--- config.mk ---
export PLATFORM = sky130hd
export DESIGN_NAME = core
export DESIGN_NICKNAME = d
export VERILOG_FILES = /design/src/rtl/corePkg.sv /design/src/rtl/phaseSequencer.sv /design/src/rtl/instructionDecoder.sv /design/src/rtl/alu.sv /design/src/rtl/registerFile.sv /design/src/rtl/programCounter.sv /design/src/rtl/busController.sv /design/src/rtl/core.sv
export VERILOG_INCLUDE_DIRS = /design/src /design/src/rtl
export SDC_FILE = /design/constraint.sdc
export NUM_CORES = 1
export LEC_CHECK = 0
export BUFFER_PORTS_ARGS = -buffer_cell sky130_fd_sc_hd__buf_4
export CORE_ASPECT_RATIO = 0.8
export CORE_MARGIN = 2
export CORE_UTILIZATION = 44
export CTS_BUF_LIST = sky130_fd_sc_hd__clkbuf_16
export CTS_CLUSTER_SIZE = 12
export DETAILED_ROUTE_END_ITERATION = 8
export PLACE_DENSITY = 0.66
export SYNTH_ARGS = -nofsm -noshare
export SYNTH_HDL_FRONTEND = slang
export SYNTH_SLANG_ARGS = --single-unit
--- constraint.sdc ---
create_clock -name CLK -period 12 [get_ports CLK]
set_input_delay 0 -clock CLK [delete_from_list [all_inputs] [get_ports CLK]]
set_output_delay 0 -clock CLK [all_outputs]
set_load 0.1 [all_outputs]
--- src/rtl/core_cfg.svh ---
// core configuration constants for the 16-bit teaching CPU.
`ifndef CORE_CFG_SVH
`define CORE_CFG_SVH

// data path and address width.
`define CORE_DATA_WIDTH 16

// number of general purpose registers.
`define CORE_REG_COUNT 8

// address of the first instruction fetched after reset.
`define CORE_RESET_PC 16'h0000

`endif

--- src/rtl/corePkg.sv ---
// shared types for the sequencer, decoder and execution units of the CPU core.
`default_nettype none

package corePkg;

	// sequencer state, one phase per cycle.
	typedef enum logic [2:0] {
		phaseFetch,
		phaseDecode,
		phaseExecute,
		phaseCommit,
		phaseStopped
	} phaseT;

	// instruction group, bits 15..14 of the word.
	typedef enum logic [1:0] {
		groupAlu,
		groupLoadStore,
		groupJump,
		groupGeneral
	} groupT;

	// alu operation, bits 13..11 in the alu group.
	typedef enum logic [2:0] {
		aluAdd,
		aluSub,
		aluAnd,
		aluOr,
		aluXor,
		aluMov,
		aluShl,
		aluShr
	} aluOpT;

	// memory operation, taken from bits 13..12 in the load/store group.
	typedef enum logic [1:0] {
		memNone,
		memLoadImm,
		memLoad,
		memStore
	} memOpT;

	// jump condition, bits 13..12 in the jump group.
	typedef enum logic [1:0] {
		condAlways,
		condZero,
		condCarry,
		condSign
	} condT;

endpackage

`default_nettype wire

--- src/rtl/phaseSequencer.sv ---
// four-phase instruction sequencer with a stopped state entered on halt.
`timescale 1ns/10ps
`default_nettype none

module phaseSequencer
	import corePkg::*;
(
	input wire logic CLK,
	input wire logic arstN,
	input wire logic haltReq,
	output logic fetch,
	output logic decode,
	output logic execute,
	output logic commit,
	output logic stopped
);

	phaseT state;
	// low for the reset cycle so no strobe fires until reset is released.
	logic running;

	always_ff @(posedge CLK or negedge arstN) begin
		if (!arstN) begin
			state <= phaseFetch;
			running <= 1'b0;
		end else if (!running) begin
			running <= 1'b1;
		end else begin
			case (state)
				phaseFetch: state <= phaseDecode;
				phaseDecode: state <= phaseExecute;
				phaseExecute: state <= phaseCommit;
				// halt takes effect once its own commit is done.
				phaseCommit: state <= haltReq ? phaseStopped : phaseFetch;
				phaseStopped: state <= phaseStopped;
				default: state <= phaseFetch;
			endcase
		end
	end

	assign fetch = running && (state == phaseFetch);
	assign decode = (state == phaseDecode);
	assign execute = (state == phaseExecute);
	assign commit = (state == phaseCommit);
	assign stopped = (state == phaseStopped);

endmodule

`default_nettype wire

--- src/rtl/instructionDecoder.sv ---
// instruction latch and decoder producing registered control fields.
`timescale 1ns/10ps
`default_nettype none
`include "core_cfg.svh"

module instructionDecoder
	import corePkg::*;
#(
	parameter int regAddrWidth = $clog2(`CORE_REG_COUNT)
) (
	input wire logic CLK,
	input wire logic arstN,
	input wire logic fetch,
	input wire logic [`CORE_DATA_WIDTH-1:0] instrWord,
	output groupT group,
	output aluOpT aluOp,
	output memOpT memOp,
	output condT cond,
	output logic [regAddrWidth-1:0] regA,
	output logic [regAddrWidth-1:0] regB,
	output logic [`CORE_DATA_WIDTH-1:0] immediate,
	output logic [`CORE_DATA_WIDTH-1:0] offset,
	output logic regWrite,
	output logic haltReq
);

	groupT nextGroup;
	memOpT nextMemOp;
	logic [regAddrWidth-1:0] nextRegA;
	logic nextRegWrite;
	logic nextHalt;

	always_comb begin
		nextGroup = groupT'(instrWord[15:14]);
		nextMemOp = memNone;
		nextRegA = instrWord[5:3];
		nextRegWrite = 1'b0;
		nextHalt = 1'b0;
		case (nextGroup)
			groupAlu: nextRegWrite = 1'b1;
			groupLoadStore: begin
				case (instrWord[13:12])
					2'd0: begin
						// load immediate keeps its destination in 10..8.
						nextMemOp = memLoadImm;
						nextRegA = instrWord[10:8];
						nextRegWrite = 1'b1;
					end
					2'd1: begin
						nextMemOp = memLoad;
						nextRegWrite = 1'b1;
					end
					2'd2: nextMemOp = memStore;
					default: nextMemOp = memNone;
				endcase
			end
			groupGeneral: nextHalt = (instrWord[13:12] == 2'd1);
			default: nextRegWrite = 1'b0;
		endcase
	end

	always_ff @(posedge CLK or negedge arstN) begin
		if (!arstN) begin
			group <= groupGeneral;
			aluOp <= aluAdd;
			memOp <= memNone;
			cond <= condAlways;
			regA <= '0;
			regB <= '0;
			immediate <= '0;
			offset <= '0;
			regWrite <= 1'b0;
			haltReq <= 1'b0;
		end else if (fetch) begin
			group <= nextGroup;
			aluOp <= aluOpT'(instrWord[13:11]);
			memOp <= nextMemOp;
			cond <= condT'(instrWord[13:12]);
			regA <= nextRegA;
			regB <= instrWord[2:0];
			immediate <= {{(`CORE_DATA_WIDTH-8){1'b0}}, instrWord[7:0]};
			offset <= {{(`CORE_DATA_WIDTH-8){instrWord[7]}}, instrWord[7:0]};
			regWrite <= nextRegWrite;
			haltReq <= nextHalt;
		end
	end

endmodule

`default_nettype wire

--- src/rtl/alu.sv ---
// alu with registered zero, carry and sign condition flags.
`timescale 1ns/10ps
`default_nettype none
`include "core_cfg.svh"

module alu
	import corePkg::*;
(
	input wire logic CLK,
	input wire logic arstN,
	input wire logic commit,
	input wire logic aluEn,
	input wire aluOpT aluOp,
	input wire logic [`CORE_DATA_WIDTH-1:0] aData,
	input wire logic [`CORE_DATA_WIDTH-1:0] bData,
	output logic [`CORE_DATA_WIDTH-1:0] result,
	output logic flagZero,
	output logic flagCarry,
	output logic flagSign
);

	logic carryOut;
	// shift distance comes from the low four bits of rB.
	logic [3:0] shiftAmount;

	assign shiftAmount = bData[3:0];

	always_comb begin
		carryOut = 1'b0;
		case (aluOp)
			aluAdd: {carryOut, result} = {1'b0, aData} + {1'b0, bData};
			// bit 16 of the difference is the unsigned borrow.
			aluSub: {carryOut, result} = {1'b0, aData} - {1'b0, bData};
			aluAnd: result = aData & bData;
			aluOr: result = aData | bData;
			aluXor: result = aData ^ bData;
			aluMov: result = bData;
			// the extra bit catches the last bit shifted out.
			aluShl: {carryOut, result} = {1'b0, aData} << shiftAmount;
			aluShr: {result, carryOut} = {aData, 1'b0} >> shiftAmount;
			default: result = aData;
		endcase
	end

	always_ff @(posedge CLK or negedge arstN) begin
		if (!arstN) begin
			flagZero <= 1'b0;
			flagCarry <= 1'b0;
			flagSign <= 1'b0;
		end else if (commit && aluEn) begin
			flagZero <= (result == '0);
			flagCarry <= carryOut;
			flagSign <= result[`CORE_DATA_WIDTH-1];
		end
	end

endmodule

`default_nettype wire

--- src/rtl/registerFile.sv ---
// register file with two combinational read ports and one write port.
`timescale 1ns/10ps
`default_nettype none
`include "core_cfg.svh"

module registerFile #(
	parameter int regAddrWidth = $clog2(`CORE_REG_COUNT)
) (
	input wire logic CLK,
	input wire logic arstN,
	input wire logic wrEn,
	input wire logic [regAddrWidth-1:0] wrAddr,
	input wire logic [regAddrWidth-1:0] rdAddrA,
	input wire logic [regAddrWidth-1:0] rdAddrB,
	input wire logic [`CORE_DATA_WIDTH-1:0] wrData,
	output logic [`CORE_DATA_WIDTH-1:0] rdDataA,
	output logic [`CORE_DATA_WIDTH-1:0] rdDataB
);

	logic [`CORE_DATA_WIDTH-1:0] regs [`CORE_REG_COUNT];

	always_ff @(posedge CLK or negedge arstN) begin
		if (!arstN) begin
			for (int i = 0; i < `CORE_REG_COUNT; i++) begin
				regs[i] <= '0;
			end
		end else if (wrEn) begin
			regs[wrAddr] <= wrData;
		end
	end

	assign rdDataA = regs[rdAddrA];
	assign rdDataB = regs[rdAddrB];

endmodule

`default_nettype wire

--- src/rtl/programCounter.sv ---
// program counter with conditional relative jumps.
`timescale 1ns/10ps
`default_nettype none
`include "core_cfg.svh"

module programCounter
	import corePkg::*;
(
	input wire logic CLK,
	input wire logic arstN,
	input wire logic commit,
	input wire logic isJump,
	input wire condT cond,
	input wire logic [`CORE_DATA_WIDTH-1:0] offset,
	input wire logic flagZero,
	input wire logic flagCarry,
	input wire logic flagSign,
	output logic [`CORE_DATA_WIDTH-1:0] pc
);

	logic condMet;
	logic [`CORE_DATA_WIDTH-1:0] nextPc;

	always_comb begin
		case (cond)
			condZero: condMet = flagZero;
			condCarry: condMet = flagCarry;
			condSign: condMet = flagSign;
			default: condMet = 1'b1;
		endcase
	end

	// offset is relative to the word after the jump.
	assign nextPc = pc + `CORE_DATA_WIDTH'(1) + ((isJump && condMet) ? offset : '0);

	always_ff @(posedge CLK or negedge arstN) begin
		if (!arstN) begin
			pc <= `CORE_RESET_PC;
		end else if (commit) begin
			pc <= nextPc;
		end
	end

endmodule

`default_nettype wire

--- src/rtl/busController.sv ---
// memory bus controller for instruction fetch, load and store.
`timescale 1ns/10ps
`default_nettype none
`include "core_cfg.svh"

module busController
	import corePkg::*;
(
	input wire logic CLK,
	input wire logic arstN,
	input wire logic fetch,
	input wire logic execute,
	input wire memOpT memOp,
	input wire logic [`CORE_DATA_WIDTH-1:0] pc,
	input wire logic [`CORE_DATA_WIDTH-1:0] memAddr,
	input wire logic [`CORE_DATA_WIDTH-1:0] storeData,
	input wire logic [`CORE_DATA_WIDTH-1:0] din,
	output logic [`CORE_DATA_WIDTH-1:0] addr,
	output logic [`CORE_DATA_WIDTH-1:0] dout,
	output logic rdN,
	output logic wrN,
	output logic [`CORE_DATA_WIDTH-1:0] instrWord,
	output logic [`CORE_DATA_WIDTH-1:0] loadData
);

	logic isLoad;
	logic isStore;
	logic [`CORE_DATA_WIDTH-1:0] instrReg;

	assign isLoad = execute && (memOp == memLoad);
	assign isStore = execute && (memOp == memStore);

	// the pc is on the bus unless a load or store owns the execute cycle.
	assign addr = (isLoad || isStore) ? memAddr : pc;
	assign dout = storeData;
	assign rdN = !(fetch || isLoad);
	assign wrN = !isStore;

	always_ff @(posedge CLK or negedge arstN) begin
		if (!arstN) begin
			instrReg <= '0;
			loadData <= '0;
		end else begin
			if (fetch) instrReg <= din;
			if (isLoad) loadData <= din;
		end
	end

	// transparent during fetch so the decoder captures the word on the same edge.
	assign instrWord = fetch ? din : instrReg;

endmodule

`default_nettype wire

--- src/rtl/core.sv ---
// CPU core top level connecting sequencer, decoder, datapath and bus controller.
`timescale 1ns/10ps
`default_nettype none
`include "core_cfg.svh"

module core
	import corePkg::*;
(
	input wire logic CLK,
	input wire logic arstN,
	input wire logic [`CORE_DATA_WIDTH-1:0] din,
	output logic [`CORE_DATA_WIDTH-1:0] addr,
	output logic [`CORE_DATA_WIDTH-1:0] dout,
	output logic rdN,
	output logic wrN,
	output logic stopped
);

	localparam int regAddrWidth = $clog2(`CORE_REG_COUNT);

	logic fetch;
	logic execute;
	logic commit;
	logic haltReq;
	logic regWrite;

	groupT group;
	aluOpT aluOp;
	memOpT memOp;
	condT cond;
	logic [regAddrWidth-1:0] regA;
	logic [regAddrWidth-1:0] regB;

	logic [`CORE_DATA_WIDTH-1:0] immediate;
	logic [`CORE_DATA_WIDTH-1:0] offset;
	logic [`CORE_DATA_WIDTH-1:0] instrWord;
	logic [`CORE_DATA_WIDTH-1:0] loadData;
	logic [`CORE_DATA_WIDTH-1:0] rdDataA;
	logic [`CORE_DATA_WIDTH-1:0] rdDataB;
	logic [`CORE_DATA_WIDTH-1:0] aluResult;
	logic [`CORE_DATA_WIDTH-1:0] wrData;
	logic [`CORE_DATA_WIDTH-1:0] pc;

	logic flagZero;
	logic flagCarry;
	logic flagSign;

	// write-back source follows the memory operation.
	always_comb begin
		case (memOp)
			memLoadImm: wrData = immediate;
			memLoad: wrData = loadData;
			default: wrData = aluResult;
		endcase
	end

	// nothing acts on the decode phase itself.
	phaseSequencer phaseSequencerInst (
		.CLK(CLK), .arstN(arstN), .haltReq(haltReq),
		.fetch(fetch), .decode(), .execute(execute),
		.commit(commit), .stopped(stopped)
	);

	instructionDecoder #(.regAddrWidth(regAddrWidth)) instructionDecoderInst (
		.CLK(CLK), .arstN(arstN), .fetch(fetch), .instrWord(instrWord),
		.group(group), .aluOp(aluOp), .memOp(memOp), .cond(cond),
		.regA(regA), .regB(regB), .immediate(immediate), .offset(offset),
		.regWrite(regWrite), .haltReq(haltReq)
	);

	alu aluInst (
		.CLK(CLK), .arstN(arstN), .commit(commit),
		.aluEn(group == groupAlu), .aluOp(aluOp),
		.aData(rdDataA), .bData(rdDataB), .result(aluResult),
		.flagZero(flagZero), .flagCarry(flagCarry), .flagSign(flagSign)
	);

	registerFile #(.regAddrWidth(regAddrWidth)) registerFileInst (
		.CLK(CLK), .arstN(arstN), .wrEn(commit && regWrite),
		.wrAddr(regA), .rdAddrA(regA), .rdAddrB(regB), .wrData(wrData),
		.rdDataA(rdDataA), .rdDataB(rdDataB)
	);

	programCounter programCounterInst (
		.CLK(CLK), .arstN(arstN), .commit(commit),
		.isJump(group == groupJump), .cond(cond), .offset(offset),
		.flagZero(flagZero), .flagCarry(flagCarry), .flagSign(flagSign),
		.pc(pc)
	);

	busController busControllerInst (
		.CLK(CLK), .arstN(arstN), .fetch(fetch), .execute(execute),
		.memOp(memOp), .pc(pc), .memAddr(rdDataB), .storeData(rdDataA),
		.din(din), .addr(addr), .dout(dout), .rdN(rdN), .wrN(wrN),
		.instrWord(instrWord), .loadData(loadData)
	);

endmodule

`default_nettype wire

---- Word level (Yosys, flattened, before mapping) ----
Cells that the tools add are included.
storage, ports and cells
  register bits ........................... 216
  input port bits ......................... 18
  output and inout bits ................... 35
  logic and storage cells ................. 105
cells by class
  add/sub/neg operators ................... 4
  magnitude comparators ................... 3
  equal/unequal tests ..................... 22
  shift operators ......................... 2
  muxes and demuxes ....................... 25
  bitwise gates (word level) .............. 5
  reduce and logical (&&, ||, !) cells .... 18
operators with widths
  cell                   count
  $bwmux 128             1
  $mux 16                8
  $pmux 16 s8            1
  $bmux 16 s3            2
  $demux 16 s3           1
  $pmux 16 s2            1
  $add 16x16->17         1
  $shl 16x4->17          1
  $shr 17x4->17          1
  $sub 16x16->17         1
  $add 16x1->16 const B  1
  $add 16x16->16         1
  $and 16x16->16         1
  $logic_not 16->1       1
  $or 16x16->16          1
  $xor 16x16->16         1
  $eq 3x3->1 const B     5
  $pmux 3 s5             1
  $eq 2x2->1 const B     7
  $eq 3x2->1 const B     4
  $mux 3                 3
  $eq 2x1->1 const B     4
  $ge 4x4->1 const B     2
  $not 3->4              2
  other kinds (14)       27

---- Depth between registers and ports, before layout ----
  depth after elaboration ................. 8
  gate-level depth with buffers ........... 21

---- Modules after synthesis ----
From an unflattened synthesis, not the netlist that was laid out.
unflattened totals
  cells, all modules ...................... 1468
  area total of the unflattened synthesis .. 16311.9 µm²
by module, submodules not included
  module              instances  cells an instance  area an instance (µm²)  sequential area each (µm²)
  registerFile        1          393                7000.5                  3203.1
  alu                 1          617                4394.2                  75.1
  busController       1          104                1565.3                  800.8
  programCounter      1          179                1549.0                  400.4
  instructionDecoder  1          95                 1161.1                  503.0
  core                1          62                 435.4                   0.0
  phaseSequencer      1          18                 206.4                   100.1

---- Worst setup path before layout ----
No wires, ideal clock.
  path type ............................... reg-to-reg
  from .................................... reg instructionDecoderInst.regA[0]
  to ...................................... reg registerFileInst.regs[14] (netlist name)
  library setup time ...................... 143 ps
  arrival ................................. 5319 ps
  setup slack ............................. 6538 ps
  cell stages (with the launch flop) ...... 20
  path through ............................ dfrtp_1 > buf_2 > inv_1 > buf_1 > mux4_2 > nor2_1 > inv_1 > ha_1 > fa_1 > a211oi_1 > o21ai_0 > a311o_1 > a21o_1 > a21o_1 > a31o_2 > a22oi_1 > nor2_1 > a211o_1 > a22oi_1 > o21ai_0
between the ends
  cells in the longest elaborated chain, start to end .. 8
ends and longest elaborated chain
  what                                             line                      source
  start: declaration                               instructionDecoder.sv:19  output logic [regAddrWidth-1:0] regA,
  start signal: assignment                         instructionDecoder.sv:79  regA <= nextRegA;
  $not 3->4 (not written as such) (*)              registerFile.sv:32        assign rdDataA = regs[rdAddrA];
  $bmux 16 s3 (*)                                  registerFile.sv:32
  $mux 16 (not written as such) (*) (2 in series)  registerFile.sv:32
  named net dout[0]                                core.sv:13                output logic [`CORE_DATA_WIDTH-1:0] dout,
  $sub 16x16->17 (tied with other cells)           alu.sv:33                 aluSub: {carryOut, result} = {1'b0, aData} - {1'b0, bData};
  $pmux 16 s8 (*)                                  alu.sv:30                 case (aluOp)
  $pmux 16 s2 (*)                                  core.sv:50                case (memOp)
  $bwmux 128 (*)                                   registerFile.sv:28        regs[wrAddr] <= wrData;
  end signal: indexed assignment                   registerFile.sv:28
  end: declaration                                 registerFile.sv:20        logic [`CORE_DATA_WIDTH-1:0] regs [`CORE_REG_COUNT];
The timed path passes the listed nets; every way through them passes the cells marked *. The select of a mux whose other input is x is not followed.
A chain may end at the register's enable or synchronous reset.

---- Worst setup path in the final report ----
  from .................................... reg instructionDecoderInst.regA[0]
  to ...................................... reg registerFileInst.regs[30] (netlist name)
between the ends
  cells in the longest elaborated chain, start to end .. 8
ends and longest elaborated chain
  what                                         line
  $not 3->4 (not written as such) (*)          registerFile.sv:28, registerFile.sv:32
  $bmux 16 s3                                  registerFile.sv:32
  $mux 16 (not written as such) (2 in series)  registerFile.sv:32
  $sub 16x16->17 (tied with other cells)       alu.sv:33
  $pmux 16 s8                                  alu.sv:30
  $pmux 16 s2                                  core.sv:50
  $bwmux 128 (*)                               registerFile.sv:28
Mark *: on every way between the ends. The rest lies on a longest branch, timed or not. The select of a mux whose other input is x is not followed.

==> results.json <==
{
  "status": "complete, no violations",
  "rsz0062_at_grt": "no",
  "clk_pin_slew_ns": 0.08,
  "antenna_found_initial": 1,
  "synth_edf_count": 0,
  "ys_types": 89,
  "viasPerCell": 6.33,
  "grt_usage": 0.290,
  "yosysSeqAreaShare": 0.330,
  "fill_cells": 3052,
  "syn_area_per_cell_sq_um": 9.18,
  "dieArea_sq_um": 34400,
  "fin_nets": 1689,
  "overflow": 0,
  "start_util": 0.446,
  "setup_violations": 0,
  "grt_pass1_vias": 12236,
  "crit_required_ns": 12.33,
  "clkSinkCount": 191,
  "clockBufferDepth": 2,
  "period_share": 0.490,
  "hold_path.class": "primary input to asynchronous set/reset pin",
  "remaining_drc_errors": 0,
  "ctsRootBufferMaster": "clkbuf_16",
  "worst-path-max-fanout": 27,
  "yosys-top-cells-area": "dfrtp_1 33%, mux4_2 7.6%, mux2_2 7.3%",
  "worst-setup-path-type": "register to register",
  "area_growth_pct": 10.6,
  "syn-num-nets": 1675,
  "grt_max_degree": 74,
  "avgRoutedWirePerCell_microns": 24.1,
  "htree_num_levels": 4,
  "hold_viol": 0,
  "arrival_ns": 6.21,
  "yosysTopAreaCell": "dfrtp_1",
  "ctsResizeCount": 0,
  "rows": 59,
  "worstSetupEndpointType": "register",
  "maxCapViolCount": 0,
  "synth_area_sq_um": 14500,
  "core_sq_um": 32500,
  "cts_made_buffers": 17,
  "fmax_ghz": 0.170,
  "reg2reg_from": "instructionDecoderInst.regA[0]",
  "timing.final.crit_period_ns": 5.88,
  "grt_pass1_wl_microns": 75100,
  "netlist_instances": 1579,
  "routabilityCongestion": 1.00,
  "holdBufCountCts": 17,
  "post-route-util": 0.494,
  "cp-startpoint": "instructionDecoderInst.regA[0]",
  "maxSlewHeadroom": 0.201,
  "ant_nets": 0,
  "wirelength_microns": 49000,
  "finClkSkew_ns": 0.0131,
  "antennaDiodeCount": 0,
  "postSynth.asyncResetShare": 1.00,
  "r2r_cells": 18,
  "drt_iter0_markers": 1361,
  "synth_top_cell_area_share": 0.326,
  "vias": 12860,
  "die_w_microns": 207,
  "drv_slew": 0,
  "cts_tree": "done",
  "postCtsSetupBuffers": 0,
  "clkLatencyLatePin_ns": 0.47,
  "drive_gt1_frac": 0.191,
  "portBuffers": 52,
  "first_pass_iters": 5,
  "worst_setup_path_start_kind": "register",
  "io_pins": 53,
  "ys_ff_latch": 191,
  "detailed_place_hpwl_microns": 36300,
  "yosys_warnings": 0,
  "setup_tns_ns": 0,
  "worst_slew_pin_slew_ns": 1.20,
  "ys.flop_type": "dfrtp_1",
  "die_h_microns": 166
}
-- metal layers --
layer,track usage,routed length [microns]
met5,0,14
met4,0.106,1700
met3,0.0918,5090
met2,0.405,20700
met1,0.419,21500
-- registers in the layout, summed over array words and instances (netlist names), 2 cells and up --
signal	cells
busControllerInst.instrReg	4
busControllerInst.loadData	16
instructionDecoderInst.cond	2
instructionDecoderInst.group	2
instructionDecoderInst.memOp	2
instructionDecoderInst.offset	8
instructionDecoderInst.regA	3
phaseSequencerInst.state	3
programCounterInst.pc	16
registerFileInst.regs	128
-- worst paths after layout --
path / to / slack, ns
setup reg to reg: registerFileInst.regs[30] / 6.12
hold / removal: registerFileInst.regs[115] / 0.04
setup / recovery: registerFileInst.regs[30] / 6.12
min in group CLK: instructionDecoderInst.offset[3] / 0.29
hold reg to reg: instructionDecoderInst.group[1] / 0.47
max in group asynchronous: instructionDecoderInst.offset[0] / 10.55
-- synthesized netlist by cell type, types with 7 or more instances --
library cell,n
xnor2_1,13
inv_1,62
or3_1,11
a211oi_1,24
a21o_1,11
o22ai_1,11
ha_1,75
mux2_1,8
o21ai_1,8
a22oi_1,14
nor2b_1,20
buf_1,10
nor3_1,48
mux2i_1,32
nor2_1,155
nand3_1,18
mux2_2,94
nand2b_1,16
a21oi_1,93
o21bai_1,8
o221ai_1,10
o21ai_0,109
o32ai_1,7
o31ai_1,19
buf_2,22
a31oi_1,11
a311oi_1,10
a221oi_1,18
mux4_2,49
dfrtp_1,189
nand2_1,161
and2_1,22
clkbuf_1,73
o211ai_1,11
-- cell families (layout without fill, tap and decap cells) --
logic type	after synthesis	count (layout)	share of synthesized area
AND/OR/NAND/NOR	495	495	0.158
AO/OA/AOI/OAI	436	436	0.203
flip-flops	191	191	0.330
multiplexers	185	185	0.180
buffers and inverters	174	201	0.0485
adder cells (fa/ha/maj)	78	78	0.0689
XOR/XNOR	19	19	0.0115
other	1	1	0.000259
-- critical path, stage by stage, from the launching register on --
cell	delay [ns]
dfrtp_1	0.36
buf_4	0.24
inv_1	0.53
mux4_2	0.61
nor2_1	0.32
inv_1	0.15
ha_1	0.31
fa_1	0.48
a211oi_1	0.31
o21ai_0	0.25
a311o_1	0.36
a21o_1	0.20
a21o_1	0.20
a31o_2	0.27
a22oi_1	0.18
nor2_1	0.05
a211o_1	0.26
a22oi_1	0.45
o21ai_0	0.18
-- area by class of cell --
class                           count  area, sq um  share of cell area
Clock buffer                       17          425              0.0265
Timing Repair Buffer              103          822              0.0513
Sequential cell                   191         4790               0.298
Multi-Input combinational cell   1214         9060               0.565
Clock inverter                     15          165              0.0103
Inverter                           66          248              0.0154
Tap cell                          427          534              0.0333
-- cells in the final DEF (no fill, tap or decap), types with 31 or more instances in the layout --
master	synthesis	routed
nor2_1	155	152
inv_1	62	62
mux4_2	49	49
nor3_1	48	46
o21ai_0	109	109
mux2i_1	32	31
ha_1	75	75
buf_4	0	85
dfrtp_1	189	185
a21oi_1	93	93
nand2_1	161	161
mux2_2	94	94
-- metrics by stage --
step	hold slack, ns	instances	cell area, sq um	setup slack [ns]
3_3_place_gp	-0.0257	1984	15300	6.29
5_1_grt	0.0852	2033	16000	5.68
2_1_floorplan	-0.296	1579	14500	6.54
4_1_cts	0.0405	2033	16000	6.21
6_report	0.0372	2033	16000	6.12
3_5_place_dp	-0.0209	1984	15300	6.22
Power is left out: the tool's default activity adds up to more than one toggle a clock period on the data nets, which glitch-free logic cannot reach.
